--- src/hdl/edDecodePkg.sv ---
// ED prefix decoder definitions
`default_nettype none

package edDecodePkg;

  // ------------------------------
  // Basic field types
  // ------------------------------
  typedef logic [7:0] opcodeT;   // Byte after the ED prefix
  typedef logic [6:0] mCycleT;   // One-hot, bit 0 is M1
  typedef logic [3:0] busSelT;   // Register code for bus A / bus B
  typedef logic [3:0] aluOpT;
  typedef logic [3:0] incDecT;   // Bit 3 decrement, bits 1:0 pair
  typedef logic [2:0] specialLdT;

  typedef enum logic [2:0] {
    aBC   = 3'd0,
    aDE   = 3'd1,
    aXY   = 3'd2,
    aIOA  = 3'd4,
    aSP   = 3'd5,
    aZI   = 3'd6,
    aNone = 3'd7
  } addrSelT;

  // Bus register codes
  localparam busSelT selH     = 4'd4;
  localparam busSelT selL     = 4'd5;
  localparam busSelT selDi    = 4'd6;   // Data input latch
  localparam busSelT selAcc   = 4'd7;
  localparam busSelT selSpLo  = 4'd8;
  localparam busSelT selSpHi  = 4'd9;
  localparam busSelT selConst = 4'd10;  // 0 on bus A, 1 on bus B
  localparam busSelT selZero  = 4'd14;  // 0 on bus B

  // ALU operations
  localparam aluOpT aluAdd = 4'd0;
  localparam aluOpT aluAdc = 4'd1;
  localparam aluOpT aluSub = 4'd2;
  localparam aluOpT aluSbc = 4'd3;
  localparam aluOpT aluCp  = 4'd7;
  localparam aluOpT aluRld = 4'd13;
  localparam aluOpT aluRrd = 4'd14;

  // ------------------------------
  // Microcode word
  // ------------------------------
  typedef struct packed {
    logic [2:0] mCycles;
    logic [2:0] tStates;
    logic       incPc;
    logic       incWz;
    incDecT     incDec16;
    logic       readToReg;
    logic       readToAcc;
    busSelT     busA;
    busSelT     busB;
    aluOpT      aluOp;
    logic       saveAlu;
    logic       preserveC;
    addrSelT    addrSel;
    logic       iorq;
    logic       jump;
    logic       ldZ;
    logic       ldW;
    specialLdT  specialLd;
    logic       iRetn;
    logic       iBt;
    logic       iBc;
    logic       iBtr;
    logic       iRld;
    logic       iRrd;
    logic       iInrc;
    logic [1:0] iMode;        // 3 leaves the mode alone
    logic       noRead;
    logic       write;
  } microT;

  typedef struct packed {
    logic  hit;
    microT micro;
  } groupOutT;

  // Idle word, every group decoder starts from this
  function automatic microT defaultMicro(input opcodeT opcode, input mCycleT mCycle);
    microT m;
    m = '0;
    m.mCycles = 3'd1;
    m.tStates = mCycle[0] ? 3'd4 : 3'd3;  // Opcode fetch is one T state longer
    m.aluOp   = {1'b0, opcode[5:3]};
    m.addrSel = aNone;
    m.iMode   = 2'd3;
    return m;
  endfunction

endpackage

`default_nettype wire

--- src/hdl/blockDecode.sv ---
// Block transfer and block I/O decode
`timescale 1ns/1ns
`default_nettype none

module blockDecode (
  input  edDecodePkg::opcodeT   opcode,
  input  edDecodePkg::mCycleT   mCycle,
  output edDecodePkg::groupOutT result
);

  logic dirDown;  // Opcode bit 3, step HL/DE downwards

  assign dirDown = opcode[3];

  always_comb
  begin
    result.hit   = (opcode[7:5] == 3'b101) && !opcode[2];  // 101xx0yy
    result.micro = edDecodePkg::defaultMicro(opcode, mCycle);
    if (result.hit)
    begin
      result.micro.mCycles = 3'd4;
      case (1'b1)
        mCycle[0]:
        begin
          if (opcode[1])
          begin
            // INI/OUTI family, B - 1 into B
            result.micro.tStates   = opcode[0] ? 3'd5 : 3'd4;
            result.micro.addrSel   = opcode[0] ? edDecodePkg::aXY : edDecodePkg::aBC;
            result.micro.busB      = edDecodePkg::selConst;
            result.micro.busA      = 4'd0;
            result.micro.readToReg = 1'b1;
            result.micro.saveAlu   = 1'b1;
            result.micro.aluOp     = edDecodePkg::aluSub;
          end
          else
          begin
            result.micro.addrSel  = edDecodePkg::aXY;
            result.micro.incDec16 = 4'b1100;  // BC - 1
          end
        end
        mCycle[1]:
        begin
          result.micro.busB = edDecodePkg::selDi;
          case (opcode[1:0])
            2'b00:
            begin
              result.micro.busA     = edDecodePkg::selAcc;
              result.micro.aluOp    = edDecodePkg::aluAdd;
              result.micro.addrSel  = edDecodePkg::aDE;
              result.micro.incDec16 = {dirDown, 3'b110};
            end
            2'b01:
            begin
              result.micro.busA      = edDecodePkg::selAcc;
              result.micro.aluOp     = edDecodePkg::aluCp;
              result.micro.saveAlu   = 1'b1;
              result.micro.preserveC = 1'b1;  // Compare leaves carry alone
              result.micro.incDec16  = {dirDown, 3'b110};
            end
            2'b10:
            begin
              result.micro.iorq    = 1'b1;    // Port read
              result.micro.addrSel = edDecodePkg::aXY;
            end
            default:
            begin
              result.micro.addrSel  = edDecodePkg::aBC;
              result.micro.incDec16 = {dirDown, 3'b110};
            end
          endcase
        end
        mCycle[2]:
        begin
          case (opcode[1:0])
            2'b00:
            begin
              result.micro.iBt      = 1'b1;
              result.micro.write    = 1'b1;
              result.micro.tStates  = 3'd5;
              result.micro.incDec16 = {dirDown, 3'b101};  // DE step
            end
            2'b01:
            begin
              result.micro.iBc     = 1'b1;
              result.micro.noRead  = 1'b1;
              result.micro.tStates = 3'd5;
            end
            2'b10:
            begin
              result.micro.iBtr     = 1'b1;
              result.micro.write    = 1'b1;
              result.micro.tStates  = 3'd4;
              result.micro.incDec16 = {dirDown, 3'b110};
            end
            default:
            begin
              result.micro.iBtr     = 1'b1;
              result.micro.write    = 1'b1;
              result.micro.iorq     = 1'b1;  // Port write
              result.micro.incDec16 = {dirDown, 3'b010};
            end
          endcase
        end
        mCycle[3]:
        begin
          // Repeat check cycle
          result.micro.noRead  = 1'b1;
          result.micro.tStates = 3'd5;
        end
        default:
        begin
        end
      endcase
    end
  end

endmodule

`default_nettype wire

--- src/hdl/wordDecode.sv ---
// 16-bit memory loads and HL arithmetic
`timescale 1ns/1ns
`default_nettype none

module wordDecode (
  input  edDecodePkg::opcodeT   opcode,
  input  edDecodePkg::mCycleT   mCycle,
  output edDecodePkg::groupOutT result
);

  logic isLoad;   // LD dd,(nn) / LD (nn),dd
  logic toReg;    // Memory into register pair
  logic [1:0] pair;

  // Register code of one byte of a pair, SP is special
  function automatic edDecodePkg::busSelT pairCode(input logic [1:0] sel, input logic highByte);
    if (sel == 2'b11)
      return highByte ? edDecodePkg::selSpHi : edDecodePkg::selSpLo;
    return {1'b0, sel, ~highByte};
  endfunction

  assign isLoad = opcode[0];
  assign toReg  = opcode[3];
  assign pair   = opcode[5:4];

  always_comb
  begin
    result.hit   = (opcode[7:6] == 2'b01) && (opcode[2:1] == 2'b01);
    result.micro = edDecodePkg::defaultMicro(opcode, mCycle);
    if (result.hit && isLoad)
    begin
      result.micro.mCycles = 3'd5;
      case (1'b1)
        mCycle[1]:
        begin
          result.micro.incPc = 1'b1;
          result.micro.ldZ   = 1'b1;
        end
        mCycle[2]:
        begin
          result.micro.addrSel = edDecodePkg::aZI;
          result.micro.incPc   = 1'b1;
          result.micro.ldW     = 1'b1;
          if (!toReg)
            result.micro.busB = pairCode(pair, 1'b0);  // Low byte out first
        end
        mCycle[3]:
        begin
          result.micro.incWz   = 1'b1;
          result.micro.addrSel = edDecodePkg::aZI;
          if (toReg)
          begin
            result.micro.readToReg = 1'b1;
            result.micro.busA      = pairCode(pair, 1'b0);
          end
          else
          begin
            result.micro.write = 1'b1;
            result.micro.busB  = pairCode(pair, 1'b1);
          end
        end
        mCycle[4]:
        begin
          if (toReg)
          begin
            result.micro.readToReg = 1'b1;
            result.micro.busA      = pairCode(pair, 1'b1);
          end
          else
            result.micro.write = 1'b1;
        end
        default:
        begin
        end
      endcase
    end
    else if (result.hit)
    begin
      // ADC HL,ss when bit 3 set, SBC HL,ss otherwise
      result.micro.mCycles = 3'd3;
      if (mCycle[1] || mCycle[2])
      begin
        result.micro.noRead    = 1'b1;
        result.micro.readToReg = 1'b1;
        result.micro.saveAlu   = 1'b1;
        result.micro.aluOp     = opcode[3] ? edDecodePkg::aluAdc : edDecodePkg::aluSbc;
        result.micro.busA      = mCycle[1] ? edDecodePkg::selL : edDecodePkg::selH;
        result.micro.busB      = pairCode(pair, mCycle[2]);
      end
      if (mCycle[1])
        result.micro.tStates = 3'd4;
    end
  end

endmodule

`default_nettype wire

--- src/hdl/ioDecode.sv ---
// IN r,(C) and OUT (C),r decode
`timescale 1ns/1ns
`default_nettype none

module ioDecode (
  input  edDecodePkg::opcodeT   opcode,
  input  edDecodePkg::mCycleT   mCycle,
  output edDecodePkg::groupOutT result
);

  logic [2:0] r;
  logic isOut;
  logic rIsFlags;  // r == 6 means flags only, or zero out

  assign r        = opcode[5:3];
  assign isOut    = opcode[0];
  assign rIsFlags = (r == 3'b110);

  always_comb
  begin
    result.hit   = (opcode[7:6] == 2'b01) && (opcode[2:1] == 2'b00);
    result.micro = edDecodePkg::defaultMicro(opcode, mCycle);
    if (result.hit)
    begin
      result.micro.mCycles = 3'd2;
      if (mCycle[0])
      begin
        result.micro.addrSel = edDecodePkg::aBC;  // Port address from BC
        if (isOut)
          result.micro.busB = rIsFlags ? edDecodePkg::selZero : {1'b0, r};
      end
      if (mCycle[1])
      begin
        result.micro.iorq = 1'b1;
        if (isOut)
          result.micro.write = 1'b1;
        else
        begin
          result.micro.iInrc = 1'b1;  // Flags from the port value
          if (!rIsFlags)
          begin
            result.micro.readToReg = 1'b1;
            result.micro.busA      = {1'b0, r};
          end
        end
      end
    end
  end

endmodule

`default_nettype wire

--- src/hdl/miscDecode.sv ---
// Special loads, NEG, IM, RLD/RRD and RETI/RETN
`timescale 1ns/1ns
`default_nettype none

module miscDecode (
  input  edDecodePkg::opcodeT   opcode,
  input  edDecodePkg::mCycleT   mCycle,
  output edDecodePkg::groupOutT result
);

  logic isRld;

  assign isRld = opcode[3];  // 6F is RLD, 67 is RRD

  always_comb
  begin
    result.hit   = 1'b1;
    result.micro = edDecodePkg::defaultMicro(opcode, mCycle);
    casez (opcode)
      // ------------------------------
      // LD A,I / A,R / I,A / R,A
      // ------------------------------
      8'b010??111:
      begin
        result.micro.specialLd = {1'b1, ~opcode[4], opcode[3]};
        result.micro.tStates   = 3'd5;
      end
      8'b01???100:
      begin
        // NEG as 0 - A
        result.micro.aluOp     = edDecodePkg::aluSub;
        result.micro.busA      = edDecodePkg::selConst;
        result.micro.busB      = edDecodePkg::selAcc;
        result.micro.readToAcc = 1'b1;
        result.micro.saveAlu   = 1'b1;
      end
      8'b01000110, 8'b01001110, 8'b01100110, 8'b01101110:
        result.micro.iMode = 2'd0;
      8'b01010110, 8'b01110110:
        result.micro.iMode = 2'd1;
      8'b01011110, 8'b01110111:
        result.micro.iMode = 2'd2;
      // ------------------------------
      // Nibble rotates through (HL)
      // ------------------------------
      8'b0110?111:
      begin
        result.micro.mCycles = 3'd4;
        case (1'b1)
          mCycle[1]:
          begin
            result.micro.noRead  = 1'b1;
            result.micro.addrSel = edDecodePkg::aXY;
          end
          mCycle[2]:
          begin
            result.micro.readToReg = 1'b1;
            result.micro.busB      = edDecodePkg::selDi;
            result.micro.busA      = edDecodePkg::selAcc;
            result.micro.aluOp     = isRld ? edDecodePkg::aluRld : edDecodePkg::aluRrd;
            result.micro.tStates   = 3'd4;
            result.micro.addrSel   = edDecodePkg::aXY;
            result.micro.saveAlu   = 1'b1;
          end
          mCycle[3]:
          begin
            result.micro.write = 1'b1;  // Rotated byte back to (HL)
            result.micro.iRld  = isRld;
            result.micro.iRrd  = !isRld;
          end
          default:
          begin
          end
        endcase
      end
      8'b01???101:
      begin
        // RETI/RETN pop PC through WZ
        result.micro.mCycles = 3'd3;
        case (1'b1)
          mCycle[0]:
            result.micro.addrSel = edDecodePkg::aSP;
          mCycle[1]:
          begin
            result.micro.incDec16 = 4'b0111;  // SP + 1
            result.micro.addrSel  = edDecodePkg::aSP;
            result.micro.ldZ      = 1'b1;
          end
          mCycle[2]:
          begin
            result.micro.jump     = 1'b1;
            result.micro.incDec16 = 4'b0111;
            result.micro.iRetn    = 1'b1;   // Restore IFF1 from IFF2
          end
          default:
          begin
          end
        endcase
      end
      default:
        result.hit = 1'b0;
    endcase
  end

endmodule

`default_nettype wire

--- src/hdl/edDecoder.sv ---
// ED prefix microcode decoder
`timescale 1ns/1ns
`default_nettype none

module edDecoder (
  input  edDecodePkg::opcodeT opcode,
  input  edDecodePkg::mCycleT mCycle,
  output edDecodePkg::microT  micro
);

  edDecodePkg::groupOutT [3:0] groupOut;  // One per instruction group

  // ------------------------------
  // Group decoders
  // ------------------------------
  blockDecode uBlock (
    .opcode (opcode),
    .mCycle (mCycle),
    .result (groupOut[0])
  );

  wordDecode uWord (
    .opcode (opcode),
    .mCycle (mCycle),
    .result (groupOut[1])
  );

  ioDecode uIo (
    .opcode (opcode),
    .mCycle (mCycle),
    .result (groupOut[2])
  );

  miscDecode uMisc (
    .opcode (opcode),
    .mCycle (mCycle),
    .result (groupOut[3])
  );

  // Groups are disjoint, at most one hit
  always_comb
  begin
    micro = edDecodePkg::defaultMicro(opcode, mCycle);
    for (int i = 0; i < 4; i++)
    begin
      if (groupOut[i].hit)
        micro = groupOut[i].micro;
    end
  end

endmodule

`default_nettype wire

--- config.mk ---
export PLATFORM = sky130hd
export DESIGN_NAME = edDecoder
export DESIGN_NICKNAME = d
export VERILOG_FILES = /design/src/hdl/edDecodePkg.sv /design/src/hdl/blockDecode.sv /design/src/hdl/wordDecode.sv /design/src/hdl/ioDecode.sv /design/src/hdl/miscDecode.sv /design/src/hdl/edDecoder.sv
export SDC_FILE = /design/constraint.sdc
export NUM_CORES = 1
export LEC_CHECK = 0
export ABC_CLOCK_PERIOD_IN_PS = 1900
export BUFFER_PORTS_ARGS = -buffer_cell sky130_fd_sc_hd__buf_2
export CORE_UTILIZATION = 45
export DETAILED_ROUTE_END_ITERATION = 12
export PLACE_DENSITY_LB_ADDON = 0.25
export SLEW_MARGIN = 30
export SYNTH_ARGS = -nofsm -noshare
export SYNTH_HDL_FRONTEND = slang
export SYNTH_HIERARCHICAL = 1
export SYNTH_SLANG_ARGS = --single-unit
--- constraint.sdc ---
create_clock -name vclk -period 1.9
set_input_delay 0.095 -clock vclk [all_inputs]
set_output_delay 0.095 -clock vclk [all_outputs]
set_load 0.1 [all_outputs]
==> results.ini, run 1 <==
[critical_path]
crit_family=simple AND/OR/NAND/NOR gates
critPathArrivalTime_ps=1880
critPathMaxFanout=5
worst_ep_required_time_ps=1800
start_kind=primary input
max_stage_delay_ps=430
cp-end-kind=output port
crit_buf_inv=3
cpMaxStageDelayCell=or3b_4
worstPathCellList=buf_8 -> and4bb_2 -> buf_6 -> or3b_4 -> mux2i_1 -> nor2_1 -> o2bb2ai_2 -> a21oi_4 -> buf_12
worstSetupPathType=primary input to output port

[pwr]
powerDensity_nw_per_um2=236
p_leak_nw=2.45
ir_worst_vdd_v=0.000166
report.power.total_w=0.00144

[yosys]
netlist.area_leader.share_pct=20.9
syn_area_per_cell_um2=7.33
netlist_top_cells_area=buf_4, a221oi_2, o31ai_2
yosysTopAreaCell=buf_4
synth_area_um2=3920
yosys-top-cells-count=buf_4, nor2_1, nand2_1
synth_cell_types=71
synth_cells=535
yosysSeqAreaShare_pct=0
yosysWarnings=6
yosys.cell_count.top_type=buf_4

[place]
place_hpwl_mm=9.85
place_congestion=0.975
port_buffers=62

[cells_and_area]
syn_to_final_growth_pct=55.5
seq_cells=0
nets=657
clockBufferCount=0
post-route-util_pct=73.1
register_area_um2=0
antenna_cells=0
drive_gt1_share_pct=49.4

[drt]
viasPerCell=5.60
drt_first_pass_iters=5
ant_nets=0
drt_iter0_markers=326
routedWlPerCell_um=17.7
wl_mm=13.1
vias=4140
drc=0

[status]
violations=negative setup slack
status=finished with violations

[timing]
finalMaxSlewViolations=0
setup_viol=9
max-slew-margin-rel_pct=65.2
layout_setup_ws_ps=-76.7
tightest_slew_ps=522
min_period_ps=1980
fin_crit_sh_pct=104
rsz0062_at_grt=true
hold_violations=0
max_freq_mhz=506

[die]
start_util_pct=47.0
die_h_um=95.4
core_area_um2=8340
num_rows=33
die_w_um=95.4
dieArea_um2=9090
ios=64

[job]
cap_violations=0

[grt]
antenna_found_initial=0
grt_pass1_vias=3974
grt_pass1_wl_mm=19.7
overflow=0
grt_max_degree=25
grtUsageTotal_pct=27.6

[worst_hold_path]
hp-start=opcode[4]
holdPathEnd=micro[24]
worstHoldPathType=primary input to output port
whs_path_depth=4

## kinds of logic after synthesis
logic type,count (synthesis),share of synthesized area [%]
muxes,7,1.95
buffers and inverters,166,30.8
xor gates and xnor gates,1,0.223
other,7,0.670
adders and majority gates,6,1.91
AOI/OAI and AO/OA,150,38.0
and+or+nand+nor,198,26.4
## cell usage in the layout (no fill, tap or decap), types with 3 or more instances in the layout
master and count:
a221oi_4 12, buf_4 90, conb_1 81, nand2b_1 9
a221oi_2 18, nor3_2 4, inv_1 15, o31ai_4 37
o21ai_0 4, o2bb2ai_2 4, o221ai_1 5, mux2_2 5
and2_1 4, nor2b_1 16, a21oi_1 16, nor4_1 3
buf_12 57, nand2_1 53, and3_1 5, and4_1 3
ha_1 6, nor3_1 12, buf_8 5, a221oi_1 8
buf_6 9, o22ai_1 4, nor2_1 42, nor2_2 16
a21oi_4 9, buf_2 9
## layout make-up
class	instances	area (um^2)
inverters	18	77.6
repair buffers	172	2070
well taps	105	131
multi-input cells	444	3820
fillers	622	2240
## per-layer routing
metal / track usage (%) / vias up / part of all wire [%]
met1: 36.0 / 1978 / 40
met3: 1.75 / 22 / 6.3
met4: 6.44 / 0 / 1.3
met5: 0 / - / 0
met2: 49.0 / 188 / 52
li1: - / 1952 / -
## worst max-delay path by stage
stage,startpoint,end,slack (ps),cells past startpoint
after CTS,opcode[2],micro[30],-30,7
final,opcode[7],micro[24],-80,9
after global routing,opcode[7],micro[24],-120,9
after floorplan,opcode[6],micro[33],-300,11
after global placement,opcode[2],micro[24],-70,8
after detailed placement,opcode[2],micro[30],-130,7
## through the flow
step                area, um^2  hold WS, ps  setup slack (ps)  setup TNS [ps]  cells
finish                    6100          864             -76.7            -214    739
global route              6100          888              -125           -1070    739
CTS                       5740          866             -25.7           -89.0    729
detailed placement        5650          873              -130           -1120    727
global placement          5650          869             -72.4            -585    727
floorplan                 4850          557              -299           -9310    609
## where the power goes
group | internal (W) | total (W) | switching, W
clock network | 0 | 0 | 0
registers | 0 | 0 | 0
logic | 0.000529 | 0.00144 | 0.000913
total | 0.000529 | 0.00144 | 0.000913
## timing repair
item / 4_1_cts / 5_1_grt
gates resized for setup: 23 / 58
setup endpoints to repair: 29 / 45
buffers inserted: 2 / 8
hold buffers: 0 / 0
pin swaps: 6 / 13
cloned: 0 / 2
(Power assumes the default switching activity.)
==> inputs of run 2 (changes only) <==
ABC_CLOCK_PERIOD_IN_PS = 1700   (was 1900)
GPL_TIMING_DRIVEN = 0   (was unset)
clock period = 1.7 ns   (was 1.9 ns; I/O delays follow)
==> run 2 against run 1 <==
The run still ends with negative setup slack left. Sequential share of layout area is the same. Power grew 32%. Critical path depth shrank 1. Utilization grew 16 points. Critical path type unchanged. Hold slack lost 30 ps. Non-clock buffer count grew 83. Count of clock-buffer cells in the layout is the same. Die area is the same. Final area grew 22%. Critical endpoint is now micro[33]. Wire length grew 34%. Flip-flop and latch count is the same. Global-route usage grew 8.7 points.
==> results.ini, run 2 (same netlist as run 1, synthesis figures left out) <==
[timing]
max_freq_mhz=499
fin_crit_sh_pct=118
fin_tns_setup_ps=-11360  ; -11140 ps
setup_viol=49  ; +40
max-slew-margin-rel_pct=58.6  ; -6.6 points
layout_setup_ws_ps=-303  ; -226 ps
finalMaxSlewViolations=0  ; unchanged
hold_violations=0  ; unchanged
tightest_slew_ps=618  ; +96.0 ps
rsz0062_at_grt=true
min_period_ps=2000

[status]
violations=negative setup slack
status=finished with violations

[grt]
grt_pass1_wl_mm=25.1  ; +27%
grt-busiest-layer=met2
grtUsageTotal_pct=36.2  ; +8.7 points
grt_pass1_vias=4667  ; +17%
antenna_found_initial=0  ; unchanged
use_met2_pct=64.0  ; +15 points
met3_usage_pct=6.30  ; +4.5 points
overflow=0  ; unchanged
grt_max_degree=26  ; +4.0%
grt_use_met1_pct=43.3  ; +7.4 points

[die]
dieArea_um2=9090  ; unchanged
num_rows=33  ; unchanged
ios=64  ; unchanged
start_util_pct=47.0  ; unchanged
die_w_um=95.4  ; unchanged
die_h_um=95.4  ; unchanged
core_area_um2=8340  ; unchanged

[cells_and_area]
fillCellCount=365  ; -41%
clockBufferCount=0  ; unchanged
layout.cells.non_filler=821  ; +11%
nets=739  ; +12%
most-common-layout-cells=buf_4, conb_1, buf_12
seq_cells=0  ; unchanged
layout_commonest_cell=buf_4
syn_to_final_growth_pct=89.8
drive_gt1_share_pct=60.9  ; +12 points
register_area_um2=0  ; unchanged
antenna_cells=0  ; unchanged

[critical_path]
critPathArrivalTime_ps=1920  ; +40 ps
worst_ep_required_time_ps=1620  ; -180 ps
max_stage_delay_ps=420  ; about the same
critPathMaxFanout=5  ; unchanged
crit_family=simple AND/OR/NAND/NOR gates
start_kind=primary input
crit_buf_inv=3  ; unchanged
worstSetupPathType=primary input to output port
cp-end-kind=output port
worstPathCellList=buf_8 -> and4bb_4 -> or3b_4 -> buf_6 -> o21ai_1 -> a221oi_4 -> o31ai_4 -> buf_12
cpMaxStageDelayCell=or3b_4

[pwr]
ir_worst_vdd_v=0.000192  ; +16%
p_leak_nw=3.04  ; +24%
powerDensity_nw_per_um2=256  ; +8.4%

[job]
cap_violations=0  ; unchanged

[place]
port_buffers=62  ; unchanged
place_congestion=0.965  ; -1.0%
pre_cts_slack_ps=-1030  ; -904 ps
place_hpwl_mm=10.3  ; +4.9%
dpl.cell_count=776  ; +6.7%

[drt]
drt_iter0_markers=450  ; +38%
drc=0  ; unchanged
routedWlPerCell_um=21.3  ; +21%
ant_nets=0  ; unchanged
vias=4807  ; +16%
wl_mm=17.5  ; +34%
viasPerCell=5.86  ; +4.5%
drt_first_pass_iters=6  ; +1

[worst_hold_path]
worstHoldPathType=primary input to output port

-- run 2: layer usage --
metal / up-vias / share of wire (%) / routed length [um]
li1: 2120 / - / -
met1: 2276 / 38 / 6670
met2: 312 / 49 / 8590
met3: 99 / 7.4 / 1300
met4: 0 / 5.4 / 953
met5: - / 0 / 0
-- run 2: what timing repair did --
action / in CTS / in global routing
buffers inserted: 32 / 14
resized for setup: 331 / 71
gates cloned: 4 / 1
pin swaps: 22 / 21
setup endpoints to repair: 49 / 49
hold buffers: 0 / 0
-- run 2: cell type report --
cell class	count	area [um^2]	share of cell area [%]
Buffer	144	1300	17.5
Timing Repair Buffer	111	1660	22.3
Inverter	18	86.3	1.16
Multi-Input combinational cell	443	4270	57.3
Tap cell	105	131	1.76
-- run 2: final timing paths --
path | from | endpoint | slack, ps | depth (start not counted)
max | opcode[7] | micro[33] | -300 | 8
min | opcode[5] | micro[12] | 830 | 5
-- run 2: stage by stage --
step                hold WS (ps)  total power, W  utilization (%)  area (um^2)
detailed placement           978         0.00139             65.1         5430
floorplan                    537         0.00117                -         4990
global route                 848         0.00197             89.3         7450
finish                       835         0.00191             89.3         7450
CTS                          808         0.00178             85.5         7130
global placement             968         0.00138             65.1         5430
-- run 2: report_power, final --
group / switching [W] / internal [W]
Clock: 0 / 0
Combinational: 0.00115 / 0.000760
Sequential: 0 / 0
-- run 2: worst min-delay path, delay by kind of cell --
family                 cells  cell delay, ps
AO/OA/AOI/OAI              1              90
buffers and inverters      2             330
AND/OR/NAND/NOR            2             220
==> inputs of run 3 (changes only) <==
SKIP_LAST_GASP = 1   (was unset)
==> run 3 against run 2 <==
Setup slack worse by 19 ps. Cell count up 0.12%. The flow still finishes with violations (negative setup slack). Sequential share of layout area did not move. Largest cell class unchanged.
==> results.ini, run 3 (same netlist as run 1, synthesis figures left out) <==
[grt]
grtUsageTotal_pct=35.5  ; -0.70 points
grt_pass1_wl_mm=24.6  ; -1.8%
overflow=0  ; unchanged
grt_pass1_vias=4723  ; +1.2%
grt_max_degree=26  ; unchanged
antenna_found_initial=0  ; unchanged

[critical_path]
critPathArrivalTime_ps=1940  ; +20 ps
worstSetupPathType=primary input to output port
critPathMaxFanout=5  ; unchanged
cp-end-kind=output port
worst_ep_required_time_ps=1620  ; about the same
worstPathCellList=buf_8 -> and4bb_4 -> buf_6 -> nand4_1 -> o21ai_1 -> a221oi_4 -> o31ai_4 -> buf_12
cpMaxStageDelayCell=and4bb_4
start_kind=primary input
max_stage_delay_ps=380  ; -40 ps

[drt]
drc=0  ; unchanged
drt_first_pass_iters=8  ; +2
viasPerCell=5.86  ; about the same
vias=4816  ; +0.19%
wl_mm=17.2  ; -2.0%
ant_nets=0  ; unchanged
routedWlPerCell_um=20.9  ; -2.1%
drt_iter0_markers=513  ; +14%

[cells_and_area]
syn_to_final_growth_pct=88.3
fillCellCount=385  ; +5.5%
seq_cells=0  ; unchanged
most-common-layout-cells=buf_4, conb_1, buf_12
layout.cells.non_filler=822  ; +0.12%
antenna_cells=0  ; unchanged
layout_commonest_cell=buf_4
drive_gt1_share_pct=60.5  ; -0.36 points
clockBufferCount=0  ; unchanged
multiInputGateArea_um2=4230  ; -0.79%
register_area_um2=0  ; unchanged
nets=740  ; +0.14%

[place]
place_hpwl_mm=10.3  ; unchanged
place_congestion=0.965  ; unchanged
dpl.cell_count=776  ; unchanged
port_buffers=62  ; unchanged

[die]
core_area_um2=8340  ; unchanged
die_h_um=95.4  ; unchanged
num_rows=33  ; unchanged
ios=64  ; unchanged
dieArea_um2=9090  ; unchanged
die_w_um=95.4  ; unchanged
start_util_pct=47.0  ; unchanged

[pwr]
ir_worst_vdd_v=0.000189  ; -1.6%
power.share.clock_pct=0  ; unchanged
p_leak_nw=3.03  ; -0.50%
p_seq_share_pct=0  ; unchanged
report.power.total_w=0.00189  ; -1.2%
combPwrFrac_pct=100.0  ; about the same
switching_share_pct=60.2  ; about the same
p_int_w=0.000751  ; -1.1%
power_switching_w=0.00113  ; -1.2%
powerDensity_nw_per_um2=255  ; -0.37%

[timing]
fin_crit_sh_pct=119  ; +1.1 points
fin_tns_setup_ps=-11030  ; +330 ps
layout_setup_ws_ps=-322  ; -19.3 ps
rsz0062_at_grt=true
max-slew-margin-rel_pct=59.7  ; +1.1 points
setup_viol=49  ; unchanged
holdWs_ps=787  ; -48.1 ps
min_period_ps=2020  ; +19.3 ps
hold_violations=0  ; unchanged
tightest_slew_ps=602  ; -16.5 ps
finalMaxSlewViolations=0  ; unchanged
max_freq_mhz=495  ; -0.95%

[status]
status=finished with violations
violations=negative setup slack

[worst_hold_path]
worstHoldPathType=primary input to output port

[job]
cap_violations=0  ; unchanged

run 3: area by class of cell:
class,instances,area share [%]
timing repair buffer,112,22.2
tap,105,1.78
multi-input combinational,443,57.3
buffer,144,17.5
inverter,18,1.20
run 3: per-layer routing:
metal | up-vias | track usage (%) | part of all wire (%)
met3 | 101 | 5.98 | 7.2
met2 | 318 | 63.7 | 50
met1 | 2275 | 41.3 | 38
li1 | 2122 | - | -
met5 | - | 0 | 0
met4 | 0 | 14.8 | 4.8
run 3: path summary, 6_finish.rpt:
check	start	slack (ps)	to	cells after the start
setup / recovery	opcode[7]	-320	micro[33]	8
hold / removal	opcode[5]	790	micro[12]	5
run 3: repair_timing:
item	4_1_cts	5_1_grt
cloned	4	1
pin swaps	22	22
endpoints found under the setup margin	49	49
hold endpoints to repair	0	0
hold buffers	0	0
resized for setup	320	78
buffers inserted	32	15
run 3: worst max-delay path: cells and delay by family:
| kind | cells | cell delay [ps] |
|---|---|---|
| buffers and inverters | 3 | 470 |
| AOI/OAI and AO/OA | 3 | 690 |
| and+or+nand+nor | 2 | 670 |
run 3: power by group through the flow:
stage          logic, W  clock network (W)  registers, W
3_3_place_gp    0.00138                  0             0
2_1_floorplan   0.00117                  0             0
3_5_place_dp    0.00139                  0             0
4_1_cts         0.00176                  0             0
5_1_grt         0.00195                  0             0
6_report        0.00189                  0             0
run 3: metrics by stage:
| step | instance area [um^2] | setup slack, ps | util (%) |
|---|---|---|---|
| after global routing | 7390 | -359 | 88.6 |
| after global placement | 5430 | -941 | 65.1 |
| final | 7390 | -322 | 88.6 |
| after detailed placement | 5430 | -1030 | 65.1 |
| after CTS | 7080 | -281 | 84.9 |
| after floorplan | 4990 | -479 | - |
